$ cat src/hw/rx_chain_config.svh
// build-time sizing for the receive chain
// buffer depth should be a power of two, channel count at least two
// record width is channel id + timestamp + sample, keep it at 32 bits

`ifndef RX_CHAIN_CONFIG_SVH
`define RX_CHAIN_CONFIG_SVH

// physical and logical channel count
`define RX_CHANNELS 2

// bits per adc sample, two's complement
`define RX_SAMPLE_WIDTH 16

// timestamp bits stored in each record
`define RX_TSTAMP_WIDTH 15

// records held by the capture buffer
`define RX_BUFFER_DEPTH 64

`endif

$ cat src/hw/rx_chain_pkg.sv
// shared types for the receive chain
// widths follow the macros in the config header

package rx_chain_pkg;

`include "rx_chain_config.svh"

  typedef logic [`RX_SAMPLE_WIDTH-1:0] sample_t;          // one sample, signed view
  typedef logic [`RX_TSTAMP_WIDTH-1:0] tstamp_t;          // sample index since start
  typedef logic [$clog2(`RX_CHANNELS)-1:0] chan_id_t;     // logical channel number
  typedef logic [$clog2(2*`RX_CHANNELS)-1:0] src_sel_t;   // raw sources low, diff high

  // channel id on top, timestamp, then sample in the low bits
  typedef logic [$bits(chan_id_t)+$bits(tstamp_t)+$bits(sample_t)-1:0] record_t;

  // capture buffer modes
  typedef enum logic [1:0] {
    IDLE,
    CAPTURE,
    READOUT
  } buf_state_t;

  // output handshake phases
  typedef enum logic [1:0] {
    WAIT_DATA,
    REQ_HIGH,
    WAIT_ACK_LOW
  } hs_state_t;

endpackage

$ cat src/hw/sample_differentiator.sv
// first difference per channel, wraps at the sample width
// raw samples come out through the same register stage as the differences

`timescale 1ns/1ps
`include "rx_chain_config.svh"

module sample_differentiator (
  input  logic                                     adc_clk,
  input  logic                                     adc_reset,
  input  rx_chain_pkg::sample_t [`RX_CHANNELS-1:0] in_data_i,
  input  logic                                     in_valid_i,
  output rx_chain_pkg::sample_t [`RX_CHANNELS-1:0] raw_data_o,
  output rx_chain_pkg::sample_t [`RX_CHANNELS-1:0] diff_data_o,
  output logic                                     out_valid_o
);

  import rx_chain_pkg::*;

  sample_t [`RX_CHANNELS-1:0] prev_q;  // last valid sample per channel

  ////////////////////////////////////////////////////////////
  // history and valid
  ////////////////////////////////////////////////////////////
  always_ff @(posedge adc_clk) begin
    if (adc_reset) begin
      prev_q      <= '0;  // first difference is against zero
      out_valid_o <= 1'b0;
    end else begin
      out_valid_o <= in_valid_i;
      if (in_valid_i) begin
        prev_q <= in_data_i;  // only real samples count as history
      end
    end
  end

  ////////////////////////////////////////////////////////////
  // data path, one cycle
  ////////////////////////////////////////////////////////////
  always_ff @(posedge adc_clk) begin
    for (int c = 0; c < `RX_CHANNELS; c++) begin
      raw_data_o[c]  <= in_data_i[c];               // aligned raw copy
      diff_data_o[c] <= in_data_i[c] - prev_q[c];   // modulo 2^width
    end
  end

endmodule

$ cat src/hw/channel_mux.sv
// picks one of 2*channels sources for every logical channel
// select values past the last source give zero data

`timescale 1ns/1ps
`include "rx_chain_config.svh"

module channel_mux (
  input  logic                                       adc_clk,
  input  logic                                       adc_reset,
  input  rx_chain_pkg::sample_t  [`RX_CHANNELS-1:0]  raw_data_i,
  input  rx_chain_pkg::sample_t  [`RX_CHANNELS-1:0]  diff_data_i,
  input  logic                                       in_valid_i,
  input  rx_chain_pkg::src_sel_t [`RX_CHANNELS-1:0]  mux_config_i,
  output rx_chain_pkg::sample_t  [`RX_CHANNELS-1:0]  out_data_o,
  output logic                                       out_valid_o
);

  import rx_chain_pkg::*;

  localparam int NUM_SRC = 2 * `RX_CHANNELS;

  sample_t [NUM_SRC-1:0] sources;  // raw in the low half, diff in the high half

  assign sources = {diff_data_i, raw_data_i};

  ////////////////////////////////////////////////////////////
  // valid follows the data by one cycle
  ////////////////////////////////////////////////////////////
  always_ff @(posedge adc_clk) begin
    if (adc_reset) begin
      out_valid_o <= 1'b0;
    end else begin
      out_valid_o <= in_valid_i;
    end
  end

  ////////////////////////////////////////////////////////////
  // selection, registered
  ////////////////////////////////////////////////////////////
  always_ff @(posedge adc_clk) begin
    for (int c = 0; c < `RX_CHANNELS; c++) begin
      if (int'(mux_config_i[c]) < NUM_SRC) begin
        out_data_o[c] <= sources[mux_config_i[c]];
      end else begin
        out_data_o[c] <= '0;  // unused select codes
      end
    end
  end

endmodule

$ cat src/hw/sample_discriminator.sv
// hysteresis event flag per channel, signed compare against both thresholds
// set wins if high is below low; thresholds held stable while idle

`timescale 1ns/1ps
`include "rx_chain_config.svh"

module sample_discriminator (
  input  logic                                     adc_clk,
  input  logic                                     adc_reset,
  input  rx_chain_pkg::sample_t [`RX_CHANNELS-1:0] in_data_i,
  input  logic                                     in_valid_i,
  input  rx_chain_pkg::sample_t [`RX_CHANNELS-1:0] thresh_high_i,
  input  rx_chain_pkg::sample_t [`RX_CHANNELS-1:0] thresh_low_i,
  output rx_chain_pkg::sample_t [`RX_CHANNELS-1:0] out_data_o,
  output logic                  [`RX_CHANNELS-1:0] out_keep_o,
  output logic                                     out_valid_o
);

  import rx_chain_pkg::*;

  logic [`RX_CHANNELS-1:0] flag_q;     // inside an event
  logic [`RX_CHANNELS-1:0] flag_next;

  ////////////////////////////////////////////////////////////
  // flag update rule
  ////////////////////////////////////////////////////////////
  always_comb begin
    flag_next = flag_q;
    for (int c = 0; c < `RX_CHANNELS; c++) begin
      if ($signed(in_data_i[c]) > $signed(thresh_high_i[c])) begin
        flag_next[c] = 1'b1;  // event opens
      end else if ($signed(in_data_i[c]) < $signed(thresh_low_i[c])) begin
        flag_next[c] = 1'b0;  // event closes
      end
    end
  end

  always_ff @(posedge adc_clk) begin
    if (adc_reset) begin
      flag_q      <= '0;
      out_valid_o <= 1'b0;
    end else begin
      out_valid_o <= in_valid_i;
      if (in_valid_i) begin
        flag_q <= flag_next;  // gaps leave the flag alone
      end
    end
  end

  // keep is the flag after this sample's update, same stage as the data
  assign out_keep_o = flag_q;

  always_ff @(posedge adc_clk) begin
    out_data_o <= in_data_i;
  end

endmodule

$ cat src/hw/capture_buffer.sv
// record store for one capture, written in channel order, read from index 0
// start/trigger only act in idle; timestamp wraps after 2^15 valid samples

`timescale 1ns/1ps
`include "rx_chain_config.svh"

module capture_buffer (
  input  logic                                     adc_clk,
  input  logic                                     adc_reset,
  input  rx_chain_pkg::sample_t [`RX_CHANNELS-1:0] in_data_i,
  input  logic                  [`RX_CHANNELS-1:0] in_keep_i,
  input  logic                                     in_valid_i,
  input  logic                                     start_i,
  input  logic                                     trigger_i,
  input  logic                                     stop_i,
  output logic                                     capture_active_o,
  output logic                                     capture_done_o,
  output logic                                     rd_avail_o,
  output rx_chain_pkg::record_t                    rd_data_o,
  output logic                                     rd_last_o,
  input  logic                                     rd_pop_i
);

  import rx_chain_pkg::*;

  localparam int DEPTH  = `RX_BUFFER_DEPTH;
  localparam int ADDR_W = $clog2(DEPTH);
  localparam int CNT_W  = $clog2(DEPTH + 1);  // count must reach DEPTH

  buf_state_t                          state_q;
  tstamp_t                             tstamp_q;     // valid samples since start
  logic [CNT_W-1:0]                    wr_count_q;   // records stored
  logic [CNT_W-1:0]                    wr_ptr;       // count after this cycle's writes
  logic [CNT_W-1:0]                    rd_idx_q;
  logic [`RX_CHANNELS-1:0]             wr_en;
  logic [`RX_CHANNELS-1:0][ADDR_W-1:0] wr_addr;
  record_t                             mem [DEPTH];

  ////////////////////////////////////////////////////////////
  // write slots, kept channels packed in rising order
  ////////////////////////////////////////////////////////////
  always_comb begin
    wr_ptr = wr_count_q;
    for (int c = 0; c < `RX_CHANNELS; c++) begin
      wr_en[c]   = (state_q == CAPTURE) && in_valid_i && in_keep_i[c]
                   && (wr_ptr < CNT_W'(DEPTH));  // drop what does not fit
      wr_addr[c] = wr_ptr[ADDR_W-1:0];
      if (wr_en[c]) begin
        wr_ptr = wr_ptr + 1'b1;
      end
    end
  end

  always_ff @(posedge adc_clk) begin
    for (int c = 0; c < `RX_CHANNELS; c++) begin
      if (wr_en[c]) begin
        mem[wr_addr[c]] <= {chan_id_t'(c), tstamp_q, in_data_i[c]};
      end
    end
  end

  ////////////////////////////////////////////////////////////
  // capture fsm
  ////////////////////////////////////////////////////////////
  always_ff @(posedge adc_clk) begin
    if (adc_reset) begin
      state_q        <= IDLE;
      tstamp_q       <= '0;
      wr_count_q     <= '0;
      rd_idx_q       <= '0;
      capture_done_o <= 1'b0;
    end else begin
      case (state_q)
        IDLE: begin
          if (start_i || trigger_i) begin
            state_q        <= CAPTURE;
            tstamp_q       <= '0;
            wr_count_q     <= '0;
            rd_idx_q       <= '0;
            capture_done_o <= 1'b0;  // done holds until a new start
          end
        end
        CAPTURE: begin
          if (in_valid_i) begin
            tstamp_q <= tstamp_q + 1'b1;
          end
          wr_count_q <= wr_ptr;
          if (stop_i || wr_ptr == CNT_W'(DEPTH)) begin  // stop or full
            state_q        <= READOUT;
            capture_done_o <= 1'b1;
          end
        end
        READOUT: begin
          if (rd_idx_q == wr_count_q) begin
            state_q <= IDLE;  // everything popped, or nothing stored
          end else if (rd_pop_i) begin
            rd_idx_q <= rd_idx_q + 1'b1;
          end
        end
        default: state_q <= IDLE;
      endcase
    end
  end

  ////////////////////////////////////////////////////////////
  // read side
  ////////////////////////////////////////////////////////////
  assign capture_active_o = (state_q == CAPTURE);
  assign rd_avail_o       = (state_q == READOUT) && (rd_idx_q < wr_count_q);
  assign rd_data_o        = mem[rd_idx_q[ADDR_W-1:0]];
  assign rd_last_o        = ((rd_idx_q + 1'b1) == wr_count_q);  // final written record

endmodule

$ cat src/hw/readout_port.sv
// four-phase req/ack sender, data and last stable while req is high
// last record is popped only after its handshake closes

`timescale 1ns/1ps

module readout_port (
  input  logic                  adc_clk,
  input  logic                  adc_reset,
  input  logic                  rd_avail_i,
  input  rx_chain_pkg::record_t rd_data_i,
  input  logic                  rd_last_i,
  output logic                  rd_pop_o,
  output logic                  out_req_o,
  output rx_chain_pkg::record_t out_data_o,
  output logic                  out_last_o,
  input  logic                  out_ack_i
);

  import rx_chain_pkg::*;

  hs_state_t state_q;
  logic      take;  // record accepted this cycle

  assign take = (state_q == WAIT_DATA) && rd_avail_i && !out_ack_i;

  // pop early records on take; hold the last one so the buffer stays in readout
  assign rd_pop_o = (take && !rd_last_i)
                    || ((state_q == WAIT_ACK_LOW) && !out_ack_i && out_last_o);

  ////////////////////////////////////////////////////////////
  // handshake fsm
  ////////////////////////////////////////////////////////////
  always_ff @(posedge adc_clk) begin
    if (adc_reset) begin
      state_q   <= WAIT_DATA;
      out_req_o <= 1'b0;
    end else begin
      case (state_q)
        WAIT_DATA: begin
          if (take) begin
            out_req_o <= 1'b1;
            state_q   <= REQ_HIGH;
          end
        end
        REQ_HIGH: begin
          if (out_ack_i) begin
            out_req_o <= 1'b0;   // phase 3
            state_q   <= WAIT_ACK_LOW;
          end
        end
        WAIT_ACK_LOW: begin
          if (!out_ack_i) begin
            state_q <= WAIT_DATA;  // cycle complete
          end
        end
        default: state_q <= WAIT_DATA;
      endcase
    end
  end

  // record latch
  always_ff @(posedge adc_clk) begin
    if (take) begin
      out_data_o <= rd_data_i;
      out_last_o <= rd_last_i;
    end
  end

endmodule

$ cat src/hw/rx_chain_top.sv
// receive chain, adc samples in, timestamped records out over req/ack
// all config ports in adc_clk domain and held stable between captures

`timescale 1ns/1ps
`include "rx_chain_config.svh"

module rx_chain_top (
  input  logic                                       adc_clk,
  input  logic                                       adc_reset,
  input  rx_chain_pkg::sample_t  [`RX_CHANNELS-1:0]  adc_data_i,
  input  logic                                       adc_valid_i,
  input  rx_chain_pkg::src_sel_t [`RX_CHANNELS-1:0]  mux_config_i,
  input  rx_chain_pkg::sample_t  [`RX_CHANNELS-1:0]  thresh_high_i,
  input  rx_chain_pkg::sample_t  [`RX_CHANNELS-1:0]  thresh_low_i,
  input  logic                                       start_i,
  input  logic                                       trigger_i,
  input  logic                                       stop_i,
  output logic                                       capture_active_o,
  output logic                                       capture_done_o,
  output logic                                       out_req_o,
  output rx_chain_pkg::record_t                      out_data_o,
  output logic                                       out_last_o,
  input  logic                                       out_ack_i
);

  import rx_chain_pkg::*;

  ////////////////////////////////////////////////////////////
  // stage signals, three cycles from adc to buffer
  ////////////////////////////////////////////////////////////
  sample_t [`RX_CHANNELS-1:0] raw_data;
  sample_t [`RX_CHANNELS-1:0] diff_data;
  logic                       diff_valid;
  sample_t [`RX_CHANNELS-1:0] mux_data;
  logic                       mux_valid;
  sample_t [`RX_CHANNELS-1:0] disc_data;
  logic    [`RX_CHANNELS-1:0] disc_keep;
  logic                       disc_valid;
  logic                       rd_avail;    // buffer to readout
  record_t                    rd_data;
  logic                       rd_last;
  logic                       rd_pop;

  sample_differentiator u_diff (
    .adc_clk, .adc_reset,
    .in_data_i(adc_data_i), .in_valid_i(adc_valid_i),
    .raw_data_o(raw_data), .diff_data_o(diff_data), .out_valid_o(diff_valid)
  );

  channel_mux u_mux (
    .adc_clk, .adc_reset,
    .raw_data_i(raw_data), .diff_data_i(diff_data), .in_valid_i(diff_valid),
    .mux_config_i, .out_data_o(mux_data), .out_valid_o(mux_valid)
  );

  sample_discriminator u_disc (
    .adc_clk, .adc_reset,
    .in_data_i(mux_data), .in_valid_i(mux_valid),
    .thresh_high_i, .thresh_low_i,
    .out_data_o(disc_data), .out_keep_o(disc_keep), .out_valid_o(disc_valid)
  );

  capture_buffer u_buf (
    .adc_clk, .adc_reset,
    .in_data_i(disc_data), .in_keep_i(disc_keep), .in_valid_i(disc_valid),
    .start_i, .trigger_i, .stop_i,
    .capture_active_o, .capture_done_o,
    .rd_avail_o(rd_avail), .rd_data_o(rd_data), .rd_last_o(rd_last), .rd_pop_i(rd_pop)
  );

  readout_port u_out (
    .adc_clk, .adc_reset,
    .rd_avail_i(rd_avail), .rd_data_i(rd_data), .rd_last_i(rd_last), .rd_pop_o(rd_pop),
    .out_req_o, .out_data_o, .out_last_o, .out_ack_i
  );

endmodule

$ cat config.mk
export PLATFORM = sky130hd
export DESIGN_NAME = rx_chain_top
export DESIGN_NICKNAME = d
export VERILOG_FILES = /design/src/hw/rx_chain_pkg.sv /design/src/hw/sample_differentiator.sv /design/src/hw/channel_mux.sv /design/src/hw/sample_discriminator.sv /design/src/hw/capture_buffer.sv /design/src/hw/readout_port.sv /design/src/hw/rx_chain_top.sv
export VERILOG_INCLUDE_DIRS = /design/src /design/src/hw
export SDC_FILE = /design/constraint.sdc
export NUM_CORES = 2
export LEC_CHECK = 0
export BUFFER_PORTS_ARGS = -buffer_cell sky130_fd_sc_hd__clkbuf_2
export CORE_UTILIZATION = 43
export CTS_BUF_LIST = sky130_fd_sc_hd__clkbuf_8
export DETAILED_ROUTE_END_ITERATION = 12
export GPL_TIMING_DRIVEN = 0
export SETUP_SLACK_MARGIN = 0.1
export SKIP_CTS_REPAIR_TIMING = 1
export SLEW_MARGIN = 25
export SYNTH_ARGS = -nofsm -noshare
export SYNTH_HDL_FRONTEND = slang
export SYNTH_SLANG_ARGS = --single-unit
export TNS_END_PERCENT = 5
$ cat constraint.sdc
create_clock -name adc_clk -period 4.76 [get_ports adc_clk]
set_input_delay 0.476 -clock adc_clk [delete_from_list [all_inputs] [get_ports adc_clk]]
set_output_delay 0.476 -clock adc_clk [all_outputs]
set_load 0.02 [all_outputs]
* Word level (Yosys, flattened, before mapping)
Memories as Yosys holds them, arrays and structs flattened. A register that Yosys moved wholly into a read port is not among the register bits.
Index checks and enable logic that the tools add are counted.
** Word-level totals
- Register bits :: 201
- Memory bits (writable) :: 2048
- Input bits :: 107
- Output and inout bits :: 36
- Logic and storage cells :: 123
- Memories :: 1
** Memories
- u_buf.mem :: words 64, bits a word 32, rd ports 1, clocked after Yosys merged registers in 1, write ports 2, line capture_buffer.sv:37 : record_t mem [DEPTH];
** Operators by class
- Add/subtract/negate cells :: 6
- $lt $le $gt $ge :: 9
- Equality and inequality tests :: 16
- Muxes and demuxes :: 36
- Reductions and logical operators :: 32
** Operator list (count)
- 16-bit binary-select mux with 2-bit select :: 2
- 7-bit 2-to-1 mux :: 5
- 16-bit > comparator :: 2
- 16-bit < comparator :: 2
- 16-bit 2-to-1 mux :: 2
- 16-bit subtractor :: 2
- 15-bit 2-to-1 mux :: 2
- 15-bit one-hot mux with 2 select lines :: 1
- 7-bit one-hot mux with 2 select lines :: 2
- 7-bit by 1-bit adder with 7-bit output (second input constant) :: 3
- 15-bit by 1-bit adder with 15-bit output (second input constant) :: 1
- 3-bit AND reduction :: 5
- 7-bit equality test :: 2
- 7-bit < comparator (second input constant) :: 2
- 1-bit 2-to-1 mux :: 12
- 2-bit 2-to-1 mux :: 6
- 2-bit one-hot mux with 3 select lines :: 2
- 1-bit logical AND :: 11
- 2-bit by 1-bit inequality test with 1-bit output (second input constant) :: 5
- 2-bit nonzero test :: 5
- 2-bit inequality test (second input constant) :: 4
- 7-bit equality test (second input constant) :: 1
- 7-bit < comparator :: 1
- 2-bit by 3-bit < comparator with 1-bit output (second input constant) :: 2
- 8 further kinds :: 17

* Depth between registers and ports, before layout
- Word-level depth :: 12
- Gate-level depth with buffers :: 14
- Mapped depth without buffers :: 11

* By module
Synthesis repeated with hierarchy kept, for this count alone.
** Unflattened totals
- Cell total of the unflattened synthesis :: 6960
- Area, all modules :: 107744.6 sq um
** By module, submodules not included
- capture_buffer :: times used 1, cells an instance 6167, area each 98722.2 sq um, sequential area each 61619.1 sq um
- sample_differentiator :: times used 1, cells an instance 408, area each 4036.4 sq um, sequential area each 1941.9 sq um
- sample_discriminator :: times used 1, cells an instance 262, area each 2323.5 sq um, sequential area each 700.7 sq um
- channel_mux :: times used 1, cells an instance 74, area each 1515.2 sq um, sequential area each 660.6 sq um
- readout_port :: times used 1, cells an instance 49, area each 1147.4 sq um, sequential area each 1051.0 sq um

* Least setup slack after synthesis
OpenSTA, ideal clock, no wires.
- Kind :: flip-flop to flip-flop
- Start :: register u_buf.wr_count_q[0]
- End :: memory u_buf.mem[25][0] in the netlist's numbering (enable)
- Library setup time :: 404 ps
- Arrival time :: 3127 ps
- Required time :: 4356 ps
- Slack :: 1229 ps
- Cell stages (with the launch flop) :: 9
- Path buffers :: 2
- Period minus slack after synthesis :: 3531 ps
- Cells stage by stage :: dfxtp_1 ha_1 and2_1 a311o_1 a21oi_2 nand3_2 clkbuf_1 o22ai_1 clkbuf_1
** RTL lines
- start, declared :: line capture_buffer.sv:32 : logic [CNT_W-1:0] wr_count_q;
- start signal, assigned :: line capture_buffer.sv:87 : wr_count_q <= wr_ptr;
- end, declared :: line capture_buffer.sv:37

* Final worst setup path
- Start :: register u_buf.rd_idx_q[1]
- End :: register u_out.out_data_o[11] (read register of u_buf.mem), data pin
** On the way
- Longest elaborated chain between the ends :: 4
** Ends and longest elaborated chain
- start, declared :: line capture_buffer.sv:34 : logic [CNT_W-1:0] rd_idx_q;
- start signal, assigned :: line capture_buffer.sv:97 : rd_idx_q <= rd_idx_q + 1'b1;
- 7-bit < comparator :: line capture_buffer.sv:109 : assign rd_avail_o = (state_q == READOUT) && (rd_idx_q < wr_count_q);
- 1-bit logical AND :: line capture_buffer.sv:109
- 1-bit logical AND (2 in series) :: line readout_port.sv:24 : assign take = (state_q == WAIT_DATA) && rd_avail_i && !out_ack_i;
- end, declared :: line readout_port.sv:14 : output rx_chain_pkg::record_t out_data_o,
Several ways; a longest one is shown, not always the timed one.
A chain may end at the register's enable or synchronous reset.

==> summary by stage <==
Synthesis
The number of standard cells after synthesis is 6880. Ranked by total cell area, the synthesized netlist is headed by sky130_fd_sc_hd__edfxtp_1 57%, sky130_fd_sc_hd__mux4_2 15%, sky130_fd_sc_hd__a22o_1 8.4%. After synthesis, flip-flops and latches occupy about 62% of the total area. The synthesized area per cell is 15.5 um^2. The most common cell in the netlist is sky130_fd_sc_hd__edfxtp_1. Summing the areas of all compound-gate instances in the mapped netlist gives 10.1% of the synthesized area. After Yosys synthesis, full adders, half adders and majority gates account for under 10% of the synthesized area. The largest total area in the synthesized netlist belongs to sky130_fd_sc_hd__edfxtp_1. The post-synth design cell area is 107000 um^2. Of the post-synthesis cell area, the part taken by muxes is between 10% and 20%. The total number of yosys warnings is 0.

Of the total synthesized cell area, the portion taken by AND, OR, NAND and NOR gates is slightly below 8%. The synthesized netlist devotes 0.521% of its cell area to XOR and XNOR gates. For this run, asynchronously set or reset flops after synthesis account for 0%.

Counting flops and latches in the post-synthesis netlist gives between 2000 and 2500. The prevailing post-synth register cell is sky130_fd_sc_hd__edfxtp_1. The count of flip-flops with a built-in enable after synthesis is 2017. The share of the synthesized area in the top cell type is around 57%. The main combinational cell family by area after synthesis is multiplexers. The commonest cells after synthesis are 2017 x sky130_fd_sc_hd__edfxtp_1, 1026 x sky130_fd_sc_hd__a22o_1, 698 x sky130_fd_sc_hd__mux4_2, 640 x sky130_fd_sc_hd__nor2b_1, 538 x sky130_fd_sc_hd__clkbuf_1. After synthesis, the netlist uses 74 different library cells. The net count after synthesis is 7092.

Route
Dividing the detail-routed wire length by the instance count gives 36.6 um. The violation count after the first detailed-routing iteration is 10000. The total number of vias is ~70000. Wires add up to 409000 um. The number of optimization iterations in the first detailed-route pass is 6. Using the TritonRoute via totals, the vias-per-cell ratio works out to approximately 6.4. The count of unresolved DRC violations after routing is 0. The number of routed nets with antenna violations is 0.

Place
The placed instance area is 113000 um^2. At the placement stage, the worst setup path has a slack of -492 ps. The HPWL reported at the end of detailed placement is just over 300000 um. The total of buffers placed on input and output ports is 137. The placer congestion estimate is approximately 1.0.

Worst setup path
The critical path arrival is 5700 ps. The worst setup path is captured at a flop. The required time at the worst-slack endpoint is 5500 ps. In this run the critical register-to-register path is launched from u_buf.rd_idx_q[1]. STA classifies the critical path startpoint as a flop.

The worst setup path is of the reg2reg kind. In this run the worst setup path begins at u_buf.rd_idx_q[1]. The maximum fanout along the worst path is 10.

Finish
The post-route cell area is 121000 um^2. The count of nets after finishing is 7750. The multi-input combinational cells in the finished layout cover a total of roughly 37000 um^2. Relative to the synthesized area, the layout overhead comes to 13.6%.

Of the cells placed in the final design, the portion with a size suffix greater than 1 is 23.3%. After filler insertion, the fill cell instance count of the layout stands at ~21000. The sequential cells in the finished layout cover a total of roughly 66000 um^2.

Die
The die width is 500 um. The number of I/O pins is 143. In this run the core area contains 182 standard-cell rows. The starting density of the core is 43.3%. The core region is 246000 um^2. The floorplan step defined a die boundary enclosing 250000 um^2.

The die height is 500 um.

STA
Headroom to the max-slew limit came out at 17.5%. The final critical-path required period is 4960 ps. Dividing the final minimum period by the clock period gives 104%. After layout, the worst setup slack is -200 ps. Setup violations remaining at the end of the flow were counted as 65. Between clock sinks in the finished design, the worst skew comes to between 70 and 80 ps.

The number of pins exceeding their max-slew limit in the final report is 0. The highest clock frequency the design can meet is 202 MHz. Setup repair after global routing could not meet its margin everywhere. The final hold violation count is 0. The slew at the pin with the worst max-slew slack is between 1000 and 1500 ps.

GRT
The via count of the first global-routing pass is 70200. Global routing finished with a remaining overflow of 0. Across every metal layer, demand over resource in global routing totals 32.4%.

The wire length of the first global-routing pass is between 500000 and 600000 um. The initial antenna violation count is 32. Entering global routing, the biggest net connects 41 pins.

Clock network
The clock latency of the later-clocked register in the worst-skew pair is 1120 ps. The number of sinks on the clock net is 2281. The CTS root buffer is sky130_fd_sc_hd__clkbuf_8. CTS built an H-tree with a depth of 5. The number of buffers added by the clock tree synthesis step is 403. TritonCTS built the clock tree. The maximum clock path buffer count is 4. The clock-pin slew on the worst setup and hold paths is 60 ps.

Pwr
The worst-case IR drop observed on VDD is 0.230 mV. For this design the ratio of total power to cell area is 344 nW/um^2. The overall power consumption is between 40 and 50 mW. The leakage dissipation is between 30 and 40 nW.

Flow run
Across the run, the number of max-cap violations was 0.

Min path
The startpoint of the most critical hold path is thresh_low_i[27]. The path category of the worst min-delay check is in2reg.

Status
The flow ran to the end, but the final reports show violations. The final reports fail on setup timing.
## state kept, by name, summed over array words and instances (netlist names)
| register | flops |
|---|---|
| u_buf.capture_done_o | 1 |
| u_buf.mem | 2048 |
| u_buf.rd_idx_q | 7 |
| u_buf.state_q | 2 |
| u_buf.tstamp_q | 15 |
| u_buf.wr_count_q | 7 |
| u_diff.diff_data_o | 32 |
| u_diff.out_valid_o | 1 |
| u_diff.prev_q | 32 |
| u_diff.raw_data_o | 32 |
| u_disc.out_data_o | 32 |
| u_disc.out_keep_o | 2 |
| u_disc.out_valid_o | 1 |
| u_mux.out_data_o | 32 |
| u_mux.out_valid_o | 1 |
| u_out.out_data_o | 32 |
| u_out.out_last_o | 1 |
| u_out.out_req_o | 1 |
| u_out.state_q | 2 |
## placed cells by master (no fill, tap or decap), types with 63 or more instances in the layout
| master | netlist | layout |
|---|---|---|
| sky130_fd_sc_hd__nor2_1 | 256 | 213 |
| sky130_fd_sc_hd__mux4_2 | 698 | 698 |
| sky130_fd_sc_hd__nor2_2 | 59 | 92 |
| sky130_fd_sc_hd__nor2b_1 | 640 | 640 |
| sky130_fd_sc_hd__a22o_1 | 1026 | 1026 |
| sky130_fd_sc_hd__clkinv_1 | 2 | 68 |
| sky130_fd_sc_hd__edfxtp_1 | 2017 | 2017 |
| sky130_fd_sc_hd__and2_1 | 308 | 308 |
| sky130_fd_sc_hd__clkbuf_8 | 0 | 430 |
| sky130_fd_sc_hd__nand2_1 | 63 | 63 |
| sky130_fd_sc_hd__inv_1 | 217 | 332 |
| sky130_fd_sc_hd__ha_1 | 103 | 103 |
| sky130_fd_sc_hd__clkbuf_1 | 538 | 443 |
| sky130_fd_sc_hd__buf_2 | 86 | 143 |
| sky130_fd_sc_hd__clkbuf_2 | 0 | 221 |
| sky130_fd_sc_hd__dfxtp_1 | 264 | 264 |
## per-layer routing
layer  vias to the layer above  track usage (%)  routed length [um]
li1                      28400                -                   -
met1                     37100             41.7              153000
met2                      4808             48.7              182000
met3                      1011             9.21               46100
met4                        12             19.3               28200
met5                         -                0                  76
## path summary, 6_finish.rpt
path | to | slack (ps) | cells after the start
max | u_out.out_data_o[11] | -200 | 7
min | u_disc.out_keep_o[1] | 20 | 6
max reg2reg | u_out.out_data_o[11] | -200 | 7
min reg2reg | u_disc.out_data_o[17] | 380 | 0
## per-stage QoR
step,hold slack [ps],setup TNS (ps),cells,utilization (%)
floorplan,343,0,6880,-
global route,13.6,-4600,11200,49.2
detailed placement,379,-39720,10400,46.0
global placement,376,-1660580,10300,45.3
finish,23.4,-4770,11200,49.2
CTS,-558,-37250,11100,48.9
## kinds of logic after synthesis
logic type               after synthesis
buffers and inverters                959
AO/OA/AOI/OAI                       1297
XOR/XNOR                              56
multiplexers                         741
flip-flops                          2281
AND/OR/NAND/NOR                     1441
adder cells (fa/ha/maj)              105
## worst max-delay path, cell delays in order (launching register included)
cell and delay, ps:
sky130_fd_sc_hd__dfxtp_1 380, sky130_fd_sc_hd__clkbuf_1 830, sky130_fd_sc_hd__clkbuf_2 710, sky130_fd_sc_hd__clkbuf_2 610, sky130_fd_sc_hd__mux4_2 460, sky130_fd_sc_hd__mux4_2 520
sky130_fd_sc_hd__a211oi_1 720, sky130_fd_sc_hd__a31oi_1 340
## final cells by class
class                      count  share of cell area (%)
sequential                  2281                    54.4
antenna                       30                  0.0620
multi-input combinational   3640                    30.8
inverter                     219                   0.681
clock buffer                 430                    4.89
timing repair buffer         253                    2.22
tap                         3312                    3.42
clock inverter               271                   0.979
buffer                       740                    2.62
## where the power goes
group          internal (mW)  switching (mW)  leakage, nW
sequential              21.7           0.132         17.1
combinational          0.621            2.44         14.2
clock                   8.43            8.38         4.25
total                   30.7            11.0         35.6
No activity file was read; power rests on OpenSTA's default activity.
